$ cat config.mk
export PLATFORM = sky130hd
export DESIGN_NAME = lsu_align
export DESIGN_NICKNAME = d
export VERILOG_FILES = /design/src/mem_pkg.sv /design/src/lsu_align.sv
export VERILOG_INCLUDE_DIRS = /design/src
export SDC_FILE = /design/constraint.sdc
export NUM_CORES = 1
export LEC_CHECK = 0
export BUFFER_PORTS_ARGS = -buffer_cell sky130_fd_sc_hd__buf_2
export CAP_MARGIN = 20
export CORE_AREA = 2 2 152 154
export DETAILED_ROUTE_END_ITERATION = 8
export DIE_AREA = 0 0 154 156
export SLEW_MARGIN = 5
export SYNTH_ARGS = -nofsm -noshare
export SYNTH_HDL_FRONTEND = slang
export SYNTH_SLANG_ARGS = --single-unit
export TNS_END_PERCENT = 1
$ cat constraint.sdc
create_clock -name vclk -period 5.59
set_input_delay 0.8385 -clock vclk [all_inputs]
set_output_delay 0.8385 -clock vclk [all_outputs]
set_load 0.03 [all_outputs]
$ cat src/mem_settings.svh
// ----------------------------------------------------------------------
// memory stage settings
// data and address width, data RAM depth and the fixed RAM wait count
// ----------------------------------------------------------------------
`ifndef MEM_SETTINGS_SVH
`define MEM_SETTINGS_SVH

// width of data words and byte addresses
`define XLEN 64

// data RAM depth in 64-bit words
`define DMEM_WORDS 256

// cycles from request to completed access
`define MEM_WAIT 2

`endif
$ cat src/mem_pkg.sv
// ----------------------------------------------------------------------
// memory stage package
// vector types, operation and controller enums, stage records
// ----------------------------------------------------------------------
`include "mem_settings.svh"

package mem_pkg;

    typedef logic [`XLEN-1:0]   xdata_t;
    typedef logic [`XLEN-1:0]   xaddr_t;
    typedef logic [4:0]         reg_idx_t;
    typedef logic [`XLEN/8-1:0] strb_t;

    // compact memory operation from execute
    typedef enum logic [3:0] {
        op_alu  = 4'd0,     // write back alu_out
        op_lb   = 4'd1,
        op_lh   = 4'd2,
        op_lw   = 4'd3,
        op_ld   = 4'd4,
        op_lbu  = 4'd5,
        op_lhu  = 4'd6,
        op_lwu  = 4'd7,
        op_sb   = 4'd8,
        op_sh   = 4'd9,
        op_sw   = 4'd10,
        op_sd   = 4'd11,
        op_none = 4'd15     // no register write
    } mem_op_t;

    typedef enum logic [1:0] {
        dm_idle,
        dm_wait,
        dm_done
    } dmem_state_t;

    typedef struct packed {
        xaddr_t   pc;
        reg_idx_t rd;
        reg_idx_t rs2;
        mem_op_t  op;
        xdata_t   alu_out;    // effective address or alu result
        xdata_t   src2;       // store operand
    } ex_mem_t;

    typedef struct packed {
        xaddr_t   pc;
        reg_idx_t rd;
        logic     wen;
        xdata_t   wdata;
    } mem_wb_t;

    typedef struct packed {
        logic     wen;
        reg_idx_t rd;
        xdata_t   wdata;
    } wb_fwd_t;

    typedef struct packed {
        xaddr_t   addr;
        logic     wr;
        xdata_t   wdata;
        strb_t    strb;
    } dmem_req_t;

endpackage

$ cat src/lsu_align.sv
// ----------------------------------------------------------------------
// load/store aligner
// places store data on its byte lanes with strobes, and pulls the
// addressed bytes out of a read word with sign or zero extension
// ----------------------------------------------------------------------
`timescale 1ns/1ps

module lsu_align (
    input  mem_pkg::mem_op_t   op,
    input  mem_pkg::xaddr_t    addr,
    input  mem_pkg::xdata_t    store_src,
    input  mem_pkg::xdata_t    rdata,
    output mem_pkg::dmem_req_t req,
    output mem_pkg::xdata_t    load_value
);
    import mem_pkg::*;

    logic [2:0] lane;           // byte offset inside the word
    logic [5:0] shamt;          // same offset in bits
    logic       is_store;
    strb_t      size_mask;      // access size as low strobes
    xdata_t     store_bytes;
    xdata_t     lane_data;

    assign lane     = addr[2:0];
    assign shamt    = {lane, 3'b000};
    assign is_store = op inside {op_sb, op_sh, op_sw, op_sd};

    always_comb begin
        case (op)
            op_sb, op_lb, op_lbu: size_mask = 8'h01;
            op_sh, op_lh, op_lhu: size_mask = 8'h03;
            op_sw, op_lw, op_lwu: size_mask = 8'h0f;
            op_sd, op_ld:         size_mask = 8'hff;
            default:              size_mask = 8'h00;
        endcase
    end

    // keep only the bytes that belong to the access
    always_comb begin
        for (int b = 0; b < 8; b++) begin
            store_bytes[b*8 +: 8] = size_mask[b] ? store_src[b*8 +: 8] : 8'h00;
        end
    end

    // store request, address is naturally aligned
    always_comb begin
        req.addr  = addr;
        req.wr    = is_store;
        req.wdata = store_bytes << shamt;
        req.strb  = is_store ? strb_t'(size_mask << lane) : '0;
    end

    // addressed bytes moved down to lane 0
    assign lane_data = rdata >> shamt;

    always_comb begin
        case (op)
            op_lb: begin
                load_value = {{56{lane_data[7]}}, lane_data[7:0]};
            end
            op_lh: begin
                load_value = {{48{lane_data[15]}}, lane_data[15:0]};
            end
            op_lw: begin
                load_value = {{32{lane_data[31]}}, lane_data[31:0]};
            end
            op_lbu: begin
                load_value = {56'h0, lane_data[7:0]};
            end
            op_lhu: begin
                load_value = {48'h0, lane_data[15:0]};
            end
            op_lwu: begin
                load_value = {32'h0, lane_data[31:0]};
            end
            op_ld: begin
                load_value = rdata;     // full word, lane is always 0
            end
            default: begin
                load_value = '0;
            end
        endcase
    end

endmodule

# Word-level counts from Yosys, hierarchy flattened
# Memories as Yosys holds them, arrays and structs flattened.
# Cells that the tools add are included.
# word_totals
register_bits	0
romBits	128
inputBits	196
elab_cells	26
mem_count	1
# classes
n_eq_ne	11
shifts	3
mux	10
reduce_logical	1
# memory_table
memory	depth	word_bits	rd	rd_ports_with_merged_regs	write_ports	line	source
(no name shown)	16	8	1	0	0	lsu_align.sv:30	case (op)
# op_table
operator	count
one-hot mux 64 bit (7 select lines)	1
2-to-1 mux 8 bit	9
left shift 64 x 6 -> 64 bit	1
>> shifter 64 x 6 -> 32 bit	1
== test 4 x 3 -> 1 bit (second input constant)	4
== test 4 bit (second input constant)	4
== test 4 x 2 -> 1 bit (second input constant)	2
left shift 8 x 3 -> 8 bit	1
== test 4 x 1 -> 1 bit (second input constant)	1
nonzero test 4 bit	1

# Longest topological paths before layout
# depth
word_depth	3
ltp_mapped	9
mapped_depth_nobuf	7

# Worst setup path after synthesis
# Ideal clock, no wire load.
# synth_path
kind	input -> output
start	input op[1]
end	output req[47] (netlist name)
arrival_time_ns	2.907
t_required_ns	4.752
path_slack_ns	1.844
stages	7
path_buffers	0
path_cell_list	inv_1 ha_1 inv_1 a211oi_2 nor3_1 a221oi_1 o32ai_1
# synth_lines
element	line	source
start, declared	lsu_align.sv:9	input mem_pkg::mem_op_t op,
end, declared	lsu_align.sv:13	output mem_pkg::dmem_req_t req,

==> results.cfg <==
[status]
outcome = completed

[clocking]
postCtsSetupBuffers = 0
postCtsResizedCells = 0
cts_hold_buf = 0

[sta]
max_slew.worst_pin.slew_ns = 1.156
maxSlewHeadroom = 0.2263
unrepaired_setup_endpoints_after_global_routing = false
final-hold-violation-count = 0
finalWorstSetupSlack_ns = 1.191
fin_crit_ns = 4.399
final_max_slew_viol_count = 0
fmax_mhz = 227.3
setup_violations = 0
fin_tns_setup_ns = 0
finalCritPeriodShare = 0.7869

[power]
pwr-share-clk = 0
pwr_per_cell_area_mw_per_mm2 = 105.3
power_frac_comb = 1.000
p_int_mw = 0.2152
switching_part_of_the_total = 0.6566
total_power_mw = 0.6266
power_share_of_the_sequential_group = 0
p_leak_nw = 3.210
switchingPower_mw = 0.4114
vdd.ir_drop.worst_mv = 0.04733

[finish]
final_layout_size_suffix_gt1_frac = 0.4281
synthToLayoutAreaGrowth_pct = 23.99
seq_cells = 0
instances_no_fill = 1115
seqCellArea_um2 = 0
nFillCells = 2519
clkbuf_count = 0
fin_area_mm2 = 0.005949
finish.net_count = 1030

[setup_path]
path_common_cell = sky130_fd_sc_hd__buf_4
crit_path_end_kind = output pin
crit_chain = buf_4, buf_4, nand2_1, nor2_1, a22o_1, buf_2
path_max_fanout = 45
crit_type = in -> out
cp_data_arrival_time_ns = 3.56
timing.critical_path.from_type = input pin
critPathTopFamily = simple AND/OR/NAND/NOR gates
critical-path-slowest-cell = sky130_fd_sc_hd__nor2_1
critical_path_required_ns = 4.75
cp_num_buf_inv = 3
critical-path-max-stage-delay_ns = 0.83

[routing]
vias_per_cell = 5.787
remaining_drc_errors = 0
via_count = 6453
drt-wirelength-per-cell_um = 24.62
firstDrtPassIters = 7
ant_nets = 0
overall_routed_net_length_um = 27450
first_iter_violations = 620

[place]
gp_routability_congestion = 0.9310
dp_hpwl_um = 20910
numPlacedInstances = 1111
io_buffer_count = 275
post_dp_cell_area_mm2 = 0.005937
preCtsSetupSlack_ns = 1.241

[logic_synthesis]
synthesis.nets = 854
synth.most_common_cell = sky130_fd_sc_hd__buf_4
number_of_distinct_library_cells_after_synthesis = 59
post_synth.cell_area_avg_um2 = 7.348
number_of_instances_in_the_synthesized_netlist = 653
yosysWarnings = 0
yosysTopAreaCellShare = 0.1314
synthDominantAreaCellType = sky130_fd_sc_hd__mux2i_1
synth_top_cells_by_area = sky130_fd_sc_hd__mux2i_1, sky130_fd_sc_hd__buf_4, sky130_fd_sc_hd__mux4_2, sky130_fd_sc_hd__mux2_2, sky130_fd_sc_hd__a21o_1
seq_area_frac_synth = 0
synthTopCellsByCount = sky130_fd_sc_hd__buf_4, sky130_fd_sc_hd__mux2i_1, sky130_fd_sc_hd__nand2_1
syn_area_mm2 = 0.004798

[global_route]
antenna_violations_before_repair = 3
grt_pass1_wl_um = 39560
grt_remaining_overflow = 0
groute.usage.overall = 0.2127
grt_pass1_vias = 6133
grt_start_max_net_pins = 57

[run]
drv.max_cap_violation_count = 0

[floorplan]
floorplan.die.width_um = 154
floorplan.core_area_mm2 = 0.02237
die-area_mm2 = 0.02402
num_rows = 55
fp.dieH_um = 156
initial_core_util = 0.2145
boundaryPins = 397

[hold_path]
whs_path_depth = 0
hold_end = req[131]
worst_hold_path_type = in -> out
holdCritStartpoint = addr[58]
-- through the flow --
step | utilization | hold slack [ns]
final | 0.2660 | 1.677
after global placement | 0.2651 | 1.677
after detailed placement | 0.2655 | 1.677
after global routing | 0.2660 | 1.677
after CTS | 0.2655 | 1.677
after floorplan | - | 1.809
-- layer usage --
layer	routed length, µm	part of all wire	GRT usage	vias up
met5	0	0	0	-
met4	1192	0.043	0.09079	0
met3	2095	0.076	0.01972	94
met2	13400	0.49	0.3803	478
met1	10770	0.39	0.2606	3047
li1	-	-	-	2834
-- power by group through the flow --
stage | Combinational [mW] | Clock (mW) | Sequential, mW
after detailed placement | 0.620 | 0 | 0
after global routing | 0.664 | 0.0000000719 | 0
after global placement | 0.618 | 0 | 0
after floorplan | 0.476 | 0 | 0
after CTS | 0.623 | 0 | 0
final | 0.627 | 0.0000000720 | 0
-- area by class of cell --
cell class	instances	area, µm²	share of cell area
diodes	3	7.507	0.001262
inverters	11	41.29	0.006940
multi-input cells	516	3978	0.6686
well taps	285	356.6	0.05994
repair buffers	300	1567	0.2633
-- logic make-up (layout without fill, tap and decap cells) --
kind of cell	Yosys count	in the layout	synth area share
fa+ha+maj	5	5	0.01304
simple gates	163	163	0.1645
mux	104	104	0.2628
compound gates	244	244	0.3877
other cells	0	3	0
buf+inv	137	311	0.1718
-- how the worst max path moves through the flow --
| stage | start | to | slack, ns | depth (start not counted) |
|---|---|---|---|---|
| after floorplan | op[1] | req[47] | 1.84 | 7 |
| after global placement | addr[2] | req[62] | 1.16 | 7 |
| after detailed placement | addr[1] | req[24] | 1.24 | 6 |
| after CTS | addr[1] | req[24] | 1.24 | 6 |
| after global routing | addr[2] | load_value[30] | 1.15 | 8 |
| final | addr[1] | req[24] | 1.19 | 6 |
-- cells in the final DEF (no fill, tap or decap), drive strengths merged, types with 4 or more instances in the layout --
cell,count
a211o,6
a211oi,4
a21o,35
a21oi,12
a221o,18
a221oi,18
a22o,22
a22oi,18
a32oi,6
and2,13
buf,300
ha,5
inv,10
mux2,26
mux2i,63
mux4,15
nand2,62
nand2b,6
nand3,10
nor2,40
nor2b,4
nor3,12
nor4,4
o211ai,10
o21ai,41
o221ai,11
o22ai,14
o2bb2ai,8
o31ai,5
Power figures use the tool's default switching activity.
