==> src/mem_settings.svh <==
// ----------------------------------------------------------------------
// memory stage settings
// data and address width, data RAM depth and the fixed RAM wait count
// ----------------------------------------------------------------------
`ifndef MEM_SETTINGS_SVH
`define MEM_SETTINGS_SVH

// width of data words and byte addresses
`define XLEN 64

// data RAM depth in 64-bit words
`define DMEM_WORDS 256

// cycles from request to completed access
`define MEM_WAIT 2

`endif
==> src/mem_pkg.sv <==
// ----------------------------------------------------------------------
// memory stage package
// vector types, operation and controller enums, stage records
// ----------------------------------------------------------------------
`include "mem_settings.svh"

package mem_pkg;

    typedef logic [`XLEN-1:0]   xdata_t;
    typedef logic [`XLEN-1:0]   xaddr_t;
    typedef logic [4:0]         reg_idx_t;
    typedef logic [`XLEN/8-1:0] strb_t;

    // compact memory operation from execute
    typedef enum logic [3:0] {
        op_alu  = 4'd0,     // write back alu_out
        op_lb   = 4'd1,
        op_lh   = 4'd2,
        op_lw   = 4'd3,
        op_ld   = 4'd4,
        op_lbu  = 4'd5,
        op_lhu  = 4'd6,
        op_lwu  = 4'd7,
        op_sb   = 4'd8,
        op_sh   = 4'd9,
        op_sw   = 4'd10,
        op_sd   = 4'd11,
        op_none = 4'd15     // no register write
    } mem_op_t;

    typedef enum logic [1:0] {
        dm_idle,
        dm_wait,
        dm_done
    } dmem_state_t;

    typedef struct packed {
        xaddr_t   pc;
        reg_idx_t rd;
        reg_idx_t rs2;
        mem_op_t  op;
        xdata_t   alu_out;    // effective address or alu result
        xdata_t   src2;       // store operand
    } ex_mem_t;

    typedef struct packed {
        xaddr_t   pc;
        reg_idx_t rd;
        logic     wen;
        xdata_t   wdata;
    } mem_wb_t;

    typedef struct packed {
        logic     wen;
        reg_idx_t rd;
        xdata_t   wdata;
    } wb_fwd_t;

    typedef struct packed {
        xaddr_t   addr;
        logic     wr;
        xdata_t   wdata;
        strb_t    strb;
    } dmem_req_t;

endpackage

==> src/mem_stage.sv <==
// ----------------------------------------------------------------------
// memory stage register
// holds one execute record, forwards the store operand from writeback,
// stalls memory operations until the RAM is done and builds the
// writeback record
// ----------------------------------------------------------------------
`timescale 1ns/1ps

module mem_stage (
    input  logic               clk,
    input  logic               rst,
    input  mem_pkg::ex_mem_t   ex_in,
    input  logic               ex_valid,
    output logic               ex_ready,
    input  mem_pkg::wb_fwd_t   wb_fwd,
    input  mem_pkg::xdata_t    load_value,
    output mem_pkg::mem_op_t   held_op,
    output mem_pkg::xaddr_t    held_addr,
    output mem_pkg::xdata_t    store_src,
    output logic               req_valid,
    input  logic               done,
    output logic               ack,
    output mem_pkg::mem_wb_t   wb_out,
    output logic               wb_valid,
    input  logic               wb_ready
);
    import mem_pkg::*;

    ex_mem_t held;          // record being worked on
    logic    held_valid;
    logic    is_load;
    logic    is_mem;
    logic    fwd_hit;
    logic    take;

    assign is_load = held.op inside {op_lb, op_lh, op_lw, op_ld, op_lbu, op_lhu, op_lwu};
    assign is_mem  = is_load || (held.op inside {op_sb, op_sh, op_sw, op_sd});

    // handshakes on both sides
    assign wb_valid = held_valid && (!is_mem || done);
    assign ack      = wb_valid && wb_ready;
    assign ex_ready = !held_valid || ack;
    assign take     = ex_valid && ex_ready;

    // request to the controller stays up until the item leaves
    assign req_valid = held_valid && is_mem;
    assign held_op   = held.op;
    assign held_addr = held.alu_out;

    // writeback result for the register that the store reads
    assign fwd_hit   = wb_fwd.wen && (wb_fwd.rd != '0) && (wb_fwd.rd == held.rs2);
    assign store_src = fwd_hit ? wb_fwd.wdata : held.src2;

    always_ff @(posedge clk) begin
        if (rst) begin
            held_valid <= 1'b0;
        end else if (ex_ready) begin
            held_valid <= ex_valid;     // refill or drain
        end
    end

    always_ff @(posedge clk) begin
        if (take) begin
            held <= ex_in;
        end else if (held_valid && fwd_hit) begin
            held.src2 <= wb_fwd.wdata;  // keep forwarded value while stalled
        end
    end

    // writeback record
    always_comb begin
        wb_out.pc    = held.pc;
        wb_out.rd    = held.rd;
        wb_out.wen   = is_load || (held.op == op_alu);
        wb_out.wdata = is_load ? load_value : held.alu_out;
    end

endmodule

==> config.mk <==
export PLATFORM = sky130hd
export DESIGN_NAME = mem_stage
export DESIGN_NICKNAME = d
export VERILOG_FILES = /design/src/mem_pkg.sv /design/src/mem_stage.sv
export VERILOG_INCLUDE_DIRS = /design/src
export SDC_FILE = /design/constraint.sdc
export NUM_CORES = 1
export LEC_CHECK = 0
export ABC_AREA = 1
export BUFFER_PORTS_ARGS = -buffer_cell sky130_fd_sc_hd__buf_2
export CAP_MARGIN = 30
export CORE_AREA = 4 4 238 240
export CTS_BUF_LIST = sky130_fd_sc_hd__clkbuf_4 sky130_fd_sc_hd__clkbuf_8
export CTS_CLUSTER_DIAMETER = 80
export DETAILED_ROUTE_END_ITERATION = 10
export DIE_AREA = 0 0 242 244
export PLACE_DENSITY = 0.52
export SETUP_SLACK_MARGIN = 0.05
export SLEW_MARGIN = 40
export SYNTH_ARGS = -nofsm -noshare
export SYNTH_HDL_FRONTEND = slang
export SYNTH_SLANG_ARGS = --single-unit
==> constraint.sdc <==
create_clock -name clk -period 6.6 [get_ports clk]
set_input_delay 0.66 -clock clk [delete_from_list [all_inputs] [get_ports clk]]
set_output_delay 0.66 -clock clk [all_outputs]
set_load 0.01 [all_outputs]
==> Word level (Yosys, flattened, before mapping) <==
Cells that the tools add are included.
{ "word_totals": {"ff_bits": 207, "in_bits": 345, "output_inout_bits": 270, "word_cells": 41} }
{ "op_classes": {"n_eq_ne": 12, "mux": 4, "reduce_logical": 18} }
{ "op_table": {"columns": ["cell", "count"], "rows": [
  ["$mux 64", 4],
  ["$eq 4x3->1 const B", 4],
  ["$eq 4x4->1 const B", 4],
  ["$eq 4x2->1 const B", 2],
  ["$logic_and 1x1->1", 7],
  ["$reduce_bool 7->1", 1],
  ["$eq 5x5->1", 1],
  ["$reduce_bool 5->1", 1],
  ["$eq 4x1->1 const B", 1],
  ["$logic_not 4->1", 1],
  ["$logic_or 1x1->1", 4],
  ["$reduce_bool 4->1", 1],
  ["$logic_not 1->1", 2],
  ["$reduce_bool 2->1", 1]
]} }

==> Longest topological paths before layout <==
Gate-level depths: netlist (run 1).
{ "depth": {"ltp_word": 10, "mapped_depth": 12, "mapped_depth_nobuf": 10} }

==> Worst setup path before layout (run 1) <==
No wires, ideal clock.
{ "synth_timing": {"path_type": "in2reg", "start": "input wb_fwd[64] in the netlist's numbering", "end": "register held[0] in the netlist's numbering, enable pin", "setup_time_ps": 574, "arrival_time_ps": 5908, "t_required_ps": 6026, "slack_ps": 118, "path_stages": 7, "n_path_buf": 2, "cell_sequence": "inv_1 -> a22o_1 -> nor2_1 -> nand3_1 -> buf_2 -> buf_2 -> o21ai_0"} }
{ "synth_between": {"elab_chain_cells": 5, "word_cells_on_any_way": 6, "classes_between": "1 x eq/ne; 5 x reduce/logical"} }
{ "synth_rtl": {"columns": ["element", "line", "source"], "rows": [
  ["start: declaration", "mem_stage.sv:15", "input mem_pkg::wb_fwd_t wb_fwd,"],
  ["$reduce_bool 5->1", "mem_stage.sv:51", "assign fwd_hit = wb_fwd.wen && (wb_fwd.rd != '0) && (wb_fwd.rd == held.rs2);"],
  ["$logic_and 1x1->1", "mem_stage.sv:51", null],
  ["$logic_and 1x1->1 *", "mem_stage.sv:51", null],
  ["$logic_and 1x1->1 *", "mem_stage.sv:65", "end else if (held_valid && fwd_hit) begin"],
  ["$reduce_bool 2->1 (no line) *", null, null],
  ["end signal: assignment", "mem_stage.sv:64", "held <= ex_in;"],
  ["end: declaration", "mem_stage.sv:29", "ex_mem_t held;"]
]} }
Mark *: on every way between the ends. The rest lies on a longest branch, timed or not.
A chain may end at the register's enable or synchronous reset.

==> Final worst setup path (run 1) <==
{ "layout_timing": {"start": "register held[132] in the netlist's numbering", "end": "output store_src[2]"} }
{ "layout_between": {"elab_chain_cells": 3} }
{ "layout_rtl": {"columns": ["element", "line", "source"], "rows": [
  ["$eq 5x5->1", "mem_stage.sv:51", null],
  ["$logic_and 1x1->1", "mem_stage.sv:51", null],
  ["$mux 64", "mem_stage.sv:52", "assign store_src = fwd_hit ? wb_fwd.wdata : held.src2;"],
  ["end: declaration", "mem_stage.sv:19", "output mem_pkg::xdata_t store_src,"]
]} }
No other way between the ends.

==> metrics.md, run 1 <==
| Metric | Value |
|---|---|
| Status | `completed` |
| Reg-to-reg startpoint | `held_op[1]` |
| Hold slack | `0.254 ns` |
| Via density per instance | `3.83` |
| Core Rows | `86` |
| Total number of vias | `8014` |
| Inst Count DP | `2017` |
| Post-cts hold buffer count | `0` |
| Startpoint Class | `flip-flop` |
| Post_cts resized | `0` |
| Final Power | `3.36 mW` |
| Worst Hold Depth | `2` |
| Worst IR Drop VDD | `0.0000794 V` |
| Synth area leader | `edfxtp_1` |
| Dpl hpwl | `31700 um` |
| WL/cell | `18.9 um` |
| Fin nets | `1699` |
| Post-synth net total | `1216` |
| Max-slew headroom | `46.5%` |
| Post-route ant nets | `0` |
| Peak Freq | `273 MHz` |
| Clock tree buffer depth | `3` |
| CP max FO | `72` |
| Post-synthesis sequential area ratio | `62.1%` |
| First-pass GRT wire length | `55000 um` |
| Final Hold Fails | `0` |
| Largest net degree at the start of global routing | `108` |
| RSZ-0062 raised after global routing | `false` |
| Hold Path Class | `primary input to flip-flop` |
| Ys Warns | `0` |
| Ports | `615` |
| Global route total overflow | `0` |
| Fin util | `24.7%` |
| CP required | `5.94 ns` |
| R2R Setup Slk | `3.49 ns` |
| Setup CP Type | `flip-flop to output pin` |
| Setup-failing EPs final | `0` |
| Worst skew pair latency | `0.57 ns` |
| Die Wd | `242 um` |
| CTS Buf Count | `39` |
| CP Capture Type | `output pin` |
| Pleak | `6.43 nW` |
| PortBufs | `614` |
| Synth area leaders | `edfxtp_1, buf_4, nand2_1` |
| Residual DRC | `0` |
| Total clock sinks | `207` |
| Layout Cells excl Fill | `2092` |
| Synth unique cells | `20` |
| R2R Path End | `wb_out[84]` |
| Starting Density | `18.3%` |
| H-Tree Level Count | `2` |
| Hold endpoint | `held_valid` |
| Die H | `244 um` |
| RD Place Congestion | `0.955` |
| Slew @ Worst Pin | `0.803 ns` |
| GRT Total Usage | `12.6%` |
| Minimum clock period | `3.66 ns` |
| DRT iter0 DRCs | `358` |
| Final period util | `55.5%` |
| Syn Inst Count | `871` |
| WL final | `39500 um` |
| Core Box Area | `0.0547 mm^2` |
| Sum Neg Setup Slack | `0 ns` |
| Crit path DAT | `3.00 ns` |
| Commonest non-fill, non-tap cell in the layout | `buf_2` |
| Post-synth top area share | `61.9%` |
| Clock Pin Slew Worst Setup and Hold Paths | `0.06 ns` |
| Synthesized cell area | `0.0100 mm^2` |
| Hold wc startpoint | `rst` |
| R2R cell count | `11` |
| CTS Root Cell | `clkbuf_8` |
| Clock Skew | `0.0247 ns` |
| MaxCap Viol Count | `0` |
| Detailed Routing Iterations Pass 1 | `5` |
| # Post-CTS Setup Buffers | `0` |
| Slew Viols, Final | `0` |
| Commonest non-fill, non-tap cells in the layout | `buf_2, edfxtp_1, nand2_1, inv_1, nand3_1` |
| Synth-to-Final Area Change | `35.2%` |
| Die Area | `0.0590 mm^2` |
| Layout cells sized above 1 | `53.9%` |
| TritonCTS clock tree | `done` |
| Initial antenna violation count | `12` |
| Power Dens Cells | `249 mW/mm^2` |
| Syn Area/Cell | `11.5 um^2` |
| Vias in the first global route | `8018` |
| Synthesized flop and latch total | `207` |
-- worst max path at each step --
stage | from | endpoint | cells after the start
final | held[132] | store_src[2] | 6
after global routing | held[132] | store_src[2] | 6
after CTS | held[132] | store_src[2] | 6
after detailed placement | wb_fwd[64] | store_src[2] | 9
after global placement | wb_fwd[65] | store_src[2] | 8
after floorplan | wb_fwd[64] | held[0] | 7
-- final cells by class --
| class | instances | area (um^2) |
|---|---|---|
| clock buffer | 45 | 582 |
| sequential | 207 | 6210 |
| clock inverter | 25 | 154 |
| fill | 5902 | 41100 |
| timing repair buffer | 621 | 3150 |
| tap | 704 | 881 |
| antenna | 5 | 12.5 |
| inverter | 75 | 287 |
| multi-input combinational | 410 | 2240 |
-- through the flow --
| stage | worst slack, ns | area [um^2] |
|---|---|---|
| 6_report | 2.94 | 13500 |
| 5_1_grt | 2.71 | 13500 |
| 4_1_cts | 2.86 | 13500 |
| 3_5_place_dp | 3.15 | 12800 |
| 3_3_place_gp | 3.13 | 12800 |
| 2_1_floorplan | 0.118 | 10000 |
-- kinds of logic (layout without fill, tap and decap cells) --
logic type | count (synthesis) | count (layout) | synth area share, %
simple gates | 273 | 273 | 11.1
xor+xnor | 2 | 2 | 0.175
other cells | 0 | 5 | 0
buf+inv | 254 | 766 | 15.8
flops | 207 | 207 | 62.1
mux | 64 | 64 | 7.21
compound gates | 71 | 71 | 3.63
-- per-layer routing --
layer  share of wire, %  wire (um)  vias to the layer above  global-route usage, %
li1                   -          -                     3779                      -
met1                 36      14200                     3646                   13.5
met2                 48      19000                      494                   21.3
met3                 11       4470                       85                   5.76
met4                4.6       1830                       10                   5.79
met5               0.13         52                        -                      0
-- critical path: stages (launching register included) --
cell and delay [ns]:
edfxtp_1 0.41, a22o_1 0.26, nor2_1 0.19, nand3_4 0.53, buf_12 0.45, o21ai_0 0.18, buf_2 0.29
-- synthesized netlist by cell type --
cell type and n:
nand2_1 203, edfxtp_1 206, nor3_1 1, clkbuf_1 9
a22o_1 1, nor2_1 3, buf_6 9, dfxtp_1 1
mux2_2 64, buf_4 143, buf_2 13, xnor2_1 1
nand3_1 66, clkbuf_2 5, o22ai_1 1, xor2_1 1
a21oi_1 3, o21ai_0 65, inv_1 75, o21a_1 1
-- sequential cells by signal, indices dropped and copies added, names as in the netlist --
signal	cells
held	69
wb_out	69
held_addr	64
held_op	4
held_valid	1
-- power by group --
| group | internal, mW | leakage (nW) | switching [mW] |
|---|---|---|---|
| combinational | 0.228 | 4.06 | 0.328 |
| clock | 0.635 | 0.386 | 0.577 |
| sequential | 1.56 | 1.98 | 0.0350 |
| total | 2.42 | 6.43 | 0.940 |
Note: power is estimated with default switching activity, not from simulation.
==> run 2, diff against run 1 <==
--- a/config.mk
+++ b/config.mk
@@ -6,14 +6,14 @@
 export SDC_FILE = /design/constraint.sdc
 export NUM_CORES = 1
 export LEC_CHECK = 0
-export ABC_AREA = 1
+export ABC_AREA = 0
 export BUFFER_PORTS_ARGS = -buffer_cell sky130_fd_sc_hd__buf_2
 export CAP_MARGIN = 30
-export CORE_AREA = 4 4 238 240
+export CORE_AREA = 4 4 236 238
 export CTS_BUF_LIST = sky130_fd_sc_hd__clkbuf_4 sky130_fd_sc_hd__clkbuf_8
 export CTS_CLUSTER_DIAMETER = 80
 export DETAILED_ROUTE_END_ITERATION = 10
-export DIE_AREA = 0 0 242 244
+export DIE_AREA = 0 0 240 242
 export PLACE_DENSITY = 0.52
 export SETUP_SLACK_MARGIN = 0.05
 export SLEW_MARGIN = 40
==> constraint.sdc (replaced) <==
create_clock -name clk -period 3.1 [get_ports clk]
set_input_delay 0.31 -clock clk [delete_from_list [all_inputs] [get_ports clk]]
set_output_delay 0.31 -clock clk [all_outputs]
set_load 0.01 [all_outputs]
==> run 2 against run 1 <==
Sequential cell count is the same. Sequential share of layout area shrank 6.7 points. Clock skew up 0.0040 ns. Critical path depth is the same. Hold slack got worse by 0.18 ns. Clock power rose by 120%. Combinational power increased to 2.6 times the previous value. Global-route usage rose by 0.72 points. Largest cell class unchanged.
==> metrics.md, run 2 <==
| Metric | Value |
|---|---|
| Power Dens Cells | `471 mW/mm^2 (was 249 mW/mm^2)` |
| Post-synthesis sequential area ratio | `62.8% (was 62.1%)` |
| Residual DRC | `0 (unchanged)` |
| Setup-failing EPs final | `0 (unchanged)` |
| DRT iter0 DRCs | `228 (was 358)` |
| Syn Area/Cell | `17.0 um^2 (was 11.5 um^2)` |
| Synthesized flop and latch total | `207 (unchanged)` |
| Layout fillers | `5451 (was 5902)` |
| WL final | `41400 um (was 39500 um)` |
| Via density per instance | `3.77 (was 3.83)` |
| CTS Buf Count | `40 (was 39)` |
| Slew Viols, Final | `0 (unchanged)` |
| Peak Freq | `358 MHz` |
| Final Power | `7.46 mW (was 3.36 mW)` |
| Post_cts resized | `0 (unchanged)` |
| Most used flip-flop cell after synthesis | `edfxtp_1 (unchanged)` |
| Hold Path Class | `primary input to flip-flop (unchanged)` |
| Global route total overflow | `0 (unchanged)` |
| Met2 wire length | `21100 um (was 19000 um)` |
| Die H | `242 um (was 244 um)` |
| Ys async rst share | `0% (unchanged)` |
| Highest metal used | `met5 (unchanged)` |
| Startpoint Class | `flip-flop (unchanged)` |
| Syn Inst Count | `583 (was 871)` |
| Commonest non-fill, non-tap cell in the layout | `buf_2 (unchanged)` |
| Die Wd | `240 um (was 242 um)` |
| Crit-path leading delay family | `buffers and inverters (unchanged)` |
| Final period util | `90.2%` |
| First-pass GRT wire length | `56000 um (was 55000 um)` |
| Vias in the first global route | `8246 (was 8018)` |
| H-Tree Level Count | `2 (unchanged)` |
| Post-synth top area share | `62.6% (was 61.9%)` |
| Clock tree buffer depth | `3 (unchanged)` |
| Post-route ant nets | `0 (unchanged)` |
| Starting Density | `18.4% (was 18.3%)` |
| Total clock sinks | `207 (unchanged)` |
| Synth-to-Final Area Change | `60.2% (was 35.2%)` |
| Initial antenna violation count | `9 (was 12)` |
| Core Box Area | `0.0536 mm^2 (was 0.0547 mm^2)` |
| CP required | `3.40 ns (was 5.94 ns)` |
| Total number of vias | `7695 (was 8014)` |
| Synth unique cells | `23 (was 20)` |
| Met3 wire len | `3800 um (was 4470 um)` |
| Synth area leader | `edfxtp_1 (unchanged)` |
| CTS Root Cell | `clkbuf_8 (unchanged)` |
| MaxCap Viol Count | `0 (unchanged)` |
| Worst IR Drop VDD | `0.000216 V (was 0.0000794 V)` |
| Count leader, synth | `edfxtp_1 (unchanged)` |
| Commonest non-fill, non-tap cells in the layout | `buf_2, dlygate4sd3_1, edfxtp_1, mux2_2, mux2_4 (was buf_2, edfxtp_1, nand2_1, inv_1, nand3_1)` |
| Commonest cells in the netlist | `edfxtp_1, mux2_2, buf_4 (was edfxtp_1, nand2_1, buf_4)` |
| PortBufs | `614 (unchanged)` |
| Max-slew headroom | `65.6% (was 46.5%)` |
| Core Rows | `85 (was 86)` |
| Met1 WL | `14600 um (was 14200 um)` |
| Final Hold Fails | `0 (unchanged)` |
| RSZ-0062 raised after global routing | `false (unchanged)` |
| Pleak | `6.82 nW (was 6.43 nW)` |
| Fin nets | `1657 (was 1699)` |
| Dpl hpwl | `32400 um (was 31700 um)` |
| Synth area leaders | `edfxtp_1, mux2_2, buf_4 (was edfxtp_1, buf_4, nand2_1)` |
| Hold slack | `0.0733 ns (was 0.254 ns)` |
| Ports | `615 (unchanged)` |
| Clock Skew | `0.0287 ns (was 0.0247 ns)` |
| GRT Total Usage | `13.3% (was 12.6%)` |
| CP max FO | `64 (was 72)` |
| Largest net degree at the start of global routing | `66 (was 108)` |
| CP max-delay cell | `or4_4 (was nand3_4)` |
| Detailed Routing Iterations Pass 1 | `4 (was 5)` |
| Crit path DAT | `3.10 ns (was 3.00 ns)` |
| TritonCTS clock tree | `done (unchanged)` |
| WL/cell | `20.3 um (was 18.9 um)` |
| Minimum clock period | `2.80 ns` |
| Worst skew pair latency | `0.56 ns (was 0.57 ns)` |
| Post-synth EDFFs | `206 (unchanged)` |
| Status | `completed (unchanged)` |
| Synthesized cell area | `0.00988 mm^2 (was 0.0100 mm^2)` |
| Setup CP Type | `flip-flop to flip-flop (was flip-flop to output pin)` |
| Clock Pin Slew Worst Setup and Hold Paths | `0.07 ns (was 0.06 ns)` |
| # Post-CTS Setup Buffers | `0 (unchanged)` |
| Slowest stage delay, CP | `0.55 ns (was 0.53 ns)` |
| Post-synth net total | `928 (was 1216)` |
| Layout cells sized above 1 | `66.2% (was 53.9%)` |
| Fin util | `29.5% (was 24.7%)` |
| CP Capture Type | `flip-flop (was output pin)` |
| RD Place Congestion | `0.873 (was 0.955)` |
| Slew @ Worst Pin | `0.509 ns (was 0.803 ns)` |
| Ys Warns | `0 (unchanged)` |
| Critical path, cell by cell | `or4_4, a21boi_2, o21ai_4, buf_12, mux2_4, dlygate4sd3_1 (was a22o_1, nor2_1, nand3_4, buf_12, o21ai_0, buf_2)` |
| WP buf/inv | `2 (unchanged)` |
| Die Area | `0.0581 mm^2 (was 0.0590 mm^2)` |
==> run 2: final cells by class <==
| class | instances | area, um^2 | area share [%] |
|---|---|---|---|
| inverters | 4 | 18.8 | 0.119 |
| diodes | 8 | 20.0 | 0.126 |
| multi-input cells | 215 | 2530 | 16.0 |
| repair buffers | 844 | 5440 | 34.4 |
| flip-flops and latches | 207 | 6210 | 39.2 |
| clock buffers | 50 | 632 | 3.99 |
| well taps | 696 | 871 | 5.50 |
| clock inverters | 19 | 115 | 0.727 |
==> run 2: timing repair <==
| item | 4_1_cts | 5_1_grt |
|---|---|---|
| endpoints found under the setup margin | 0 | 0 |
| hold buffers | 216 | 0 |
| endpoints found under the hold margin | 195 | 0 |
==> run 2: power by group <==
group	leakage (nW)	switching, mW	internal [mW]	total (mW)
sequential	1.99	0.0877	3.32	3.41
combinational	4.44	0.662	0.782	1.44
clock	0.388	1.19	1.42	2.61
==> run 2: routing by layer <==
metal,GRT usage (%),vias up
met4,6.26,4
met1,13.5,3631
li1,-,3515
met5,0,-
met2,24.4,458
met3,4.43,87
==> run 2: worst reg2reg max path, cell delays in order (launching register included) <==
cell           delay, ns
edfxtp_1            0.50
or4_4               0.55
a21boi_2            0.21
o21ai_4             0.10
buf_12              0.23
mux2_4              0.40
dlygate4sd3_1       0.54
==> run 2: cell families (layout without fill, tap and decap cells) <==
kind of cell | count (synthesis) | after routing | share of synthesized area (%)
DFF | 207 | 207 | 62.8
and+or+nand+nor | 11 | 11 | 0.595
muxes | 192 | 192 | 23.7
buffers and inverters | 161 | 917 | 12.0
other | 0 | 8 | 0
AOI/OAI and AO/OA | 8 | 8 | 0.570
xor gates and xnor gates | 4 | 4 | 0.354
==> run 2: metrics by stage <==
stage / cell area, um^2 / cells / setup TNS [ns] / setup slack [ns]
after floorplan: 9900 / 583 / -75.70 / -0.533
after global placement: 12900 / 1750 / 0 / 0.738
after detailed placement: 12900 / 1750 / 0 / 0.692
after CTS: 15800 / 2035 / 0 / 0.232
after global routing: 15800 / 2039 / 0 / 0.126
final: 15800 / 2043 / 0 / 0.303
==> run 2: worst paths after layout <==
| check | from | endpoint | slack, ns | cells after the start |
|---|---|---|---|---|
| setup / recovery | held_op[3] | held[17] | 0.30 | 6 |
| hold / removal | ex_in[62] | held[62] | 0.07 | 2 |
| setup reg to reg | held_op[3] | held[17] | 0.30 | 6 |
| hold reg to reg | held_valid | held_op[3] | 1.00 | 3 |
==> run 3, diff against run 2 <==
--- a/config.mk
+++ b/config.mk
@@ -14,7 +14,7 @@
 export CTS_CLUSTER_DIAMETER = 80
 export DETAILED_ROUTE_END_ITERATION = 10
 export DIE_AREA = 0 0 240 242
-export PLACE_DENSITY = 0.52
+export MAX_ROUTING_LAYER = met4
 export SETUP_SLACK_MARGIN = 0.05
 export SLEW_MARGIN = 40
 export SYNTH_ARGS = -nofsm -noshare
==> run 3 against run 2 <==
Critical path depth unchanged. Non-clock buffer count up 31. Design area up 2.1%. Global-route usage up 0.29 points.
==> metrics.md, run 3 (synthesized netlist as in run 2, its figures left out) <==
| Metric | Value |
|---|---|
| Initial antenna violation count | `8 (was 9)` |
| Commonest non-fill, non-tap cell in the layout | `buf_2 (unchanged)` |
| WL final | `40700 um (was 41400 um)` |
| Die Area | `0.0581 mm^2 (unchanged)` |
| Total clock sinks | `207 (unchanged)` |
| Die Wd | `240 um (unchanged)` |
| Clock tree buffer depth | `3 (unchanged)` |
| Synth-to-Final Area Change | `63.5% (was 60.2%)` |
| Pleak | `6.97 nW (was 6.82 nW)` |
| Vias in the first global route | `8604 (was 8246)` |
| Layout cells sized above 1 | `65.0% (was 66.2%)` |
| PortBufs | `614 (unchanged)` |
| Final Hold Fails | `0 (unchanged)` |
| Startpoint Class | `flip-flop (unchanged)` |
| Hold Path Class | `primary input to flip-flop (unchanged)` |
| Final period util | `95.2% (was 90.2%)` |
| TritonCTS clock tree | `done (unchanged)` |
| Worst Hold Depth | `2 (unchanged)` |
| Setup-failing EPs final | `0 (unchanged)` |
| Reg-to-reg startpoint | `held_op[3] (unchanged)` |
| Peak Freq | `339 MHz (was 358 MHz)` |
| Fin nets | `1686 (was 1657)` |
| Global route total overflow | `0 (unchanged)` |
| Worst skew pair latency | `0.56 ns (about the same)` |
| R2R cell count | `6 (unchanged)` |
| RD Place Congestion | `0.882 (was 0.873)` |
| Total number of vias | `7760 (was 7695)` |
| CTS Root Cell | `clkbuf_8 (unchanged)` |
| First-pass GRT wire length | `56400 um (was 56000 um)` |
| Power Dens Cells | `476 mW/mm^2 (was 471 mW/mm^2)` |
| Detailed Routing Iterations Pass 1 | `4 (unchanged)` |
| Via density per instance | `3.74 (was 3.77)` |
| RSZ-0062 raised after global routing | `false (unchanged)` |
| Residual DRC | `0 (unchanged)` |
| CP Capture Type | `flip-flop (unchanged)` |
| R2R Path End | `held[62] (was held[17])` |
| Placed cell area | `0.0129 mm^2 (about the same)` |
| Hold wc startpoint | `wb_fwd[2] (was ex_in[62])` |
| CP max FO | `64 (unchanged)` |
| Clock Skew | `0.0275 ns (was 0.0287 ns)` |
| CP required | `3.40 ns (about the same)` |
| Core Rows | `85 (unchanged)` |
| Layout fillers | `5412 (was 5451)` |
| Slew Viols, Final | `0 (unchanged)` |
| WL/cell | `19.6 um (was 20.3 um)` |
| R2R Setup Slk | `0.15 ns (was 0.30 ns)` |
| Crit path DAT | `3.25 ns (was 3.10 ns)` |
| CTS Buf Count | `38 (was 40)` |
| Slew @ Worst Pin | `0.679 ns (was 0.509 ns)` |
| Fin area | `0.0162 mm^2 (was 0.0158 mm^2)` |
| Hold slack | `0.0795 ns (was 0.0733 ns)` |
| Max-slew headroom | `54.6% (was 65.6%)` |
| Worst IR Drop VDD | `0.000255 V (was 0.000216 V)` |
| Largest net degree at the start of global routing | `65 (was 66)` |
| Clock Pin Slew Worst Setup and Hold Paths | `0.06 ns (was 0.07 ns)` |
| Minimum clock period | `2.95 ns (was 2.80 ns)` |
| GRT Total Usage | `13.6% (was 13.3%)` |
| Setup CP Type | `flip-flop to flip-flop (unchanged)` |
| Status | `completed (unchanged)` |
| DRT iter0 DRCs | `211 (was 228)` |
| Core Box Area | `0.0536 mm^2 (unchanged)` |
| Post_cts resized | `0 (unchanged)` |
| Ports | `615 (unchanged)` |
| Post-route ant nets | `0 (unchanged)` |
| Commonest non-fill, non-tap cells in the layout | `buf_2, dlygate4sd3_1, edfxtp_1, mux2_2, mux2_4 (unchanged)` |
| Starting Density | `18.4% (unchanged)` |
| Die H | `242 um (unchanged)` |
| Dpl hpwl | `31100 um (was 32400 um)` |
| H-Tree Level Count | `2 (unchanged)` |
| MaxCap Viol Count | `0 (unchanged)` |
| Hold endpoint | `held[2] (was held[62])` |
==> run 3: changes by cell type in the layout (fill, tap and decap cells not counted), moves of 2 or more <==
cell and delta:
clkbuf_8 -2, buf_4 +7, dlygate4sd3_1 +26, buf_12 -2
bufinv_16 +3
==> run 3: stage by stage <==
step / TNS [ns] / total power [mW] / instances / setup WS [ns] / utilization, %
finish: 0 / 7.69 / 2075 / 0.150 / 30.2
global route: 0 / 8.10 / 2074 / 0.0965 / 30.1
CTS: 0 / 7.85 / 2066 / 0.163 / 30.1
detailed placement: 0 / 4.69 / 1755 / 0.621 / 24.1
global placement: 0 / 4.67 / 1755 / 0.678 / 24.1
floorplan: -75.70 / 4.12 / 583 / -0.533 / -
==> run 3: power by group <==
| part | switching (mW) | leakage [nW] | internal (mW) |
|---|---|---|---|
| clock | 1.19 | 0.413 | 1.60 |
| combinational | 0.685 | 4.57 | 0.815 |
| sequential | 0.0753 | 1.99 | 3.32 |
==> run 3: critical path, stage by stage (launching register included) <==
cell and delay [ns]:
edfxtp_1 0.51, or4_4 0.54, a21boi_2 0.20, o21ai_4 0.09, buf_12 0.18, mux2_4 0.41, dlygate4sd3_1 0.55
==> run 3: metal layers <==
metal	track usage, %	share of wire [%]	wire, um
met2	23.1	49	19900
met1	14.2	37	14900
met4	6.87	5.5	2250
met3	4.22	9.0	3680
met5	-	0	0
==> run 3: area by class of cell <==
cell class	count	area, um^2	share of cell area (%)
Timing Repair Buffer	875	5710	35.3
Inverter	4	18.8	0.116
Tap cell	696	871	5.39
Clock inverter	22	201	1.25
Multi-Input combinational cell	215	2530	15.7
Antenna cell	9	22.5	0.139
Sequential cell	207	6210	38.4
Clock buffer	47	597	3.69
==> run 3: worst max path at each step <==
stage / start / endpoint / slack (ns) / cells past startpoint
final: held_op[3] / held[62] / 0.15 / 6
after global routing: held_op[3] / wb_out[1] / 0.1 / 4
after CTS: held_op[3] / wb_out[1] / 0.16 / 4
after detailed placement: held_op[3] / held_addr[53] / 0.62 / 5
after global placement: held_op[3] / held_addr[42] / 0.68 / 5
after floorplan: held_op[3] / held[132] / -0.53 / 6
==> run 3: what timing repair did <==
action                    4_1_cts  5_1_grt
hold endpoints to repair      202        0
setup buffers                   0        0
hold buffers                  242        0
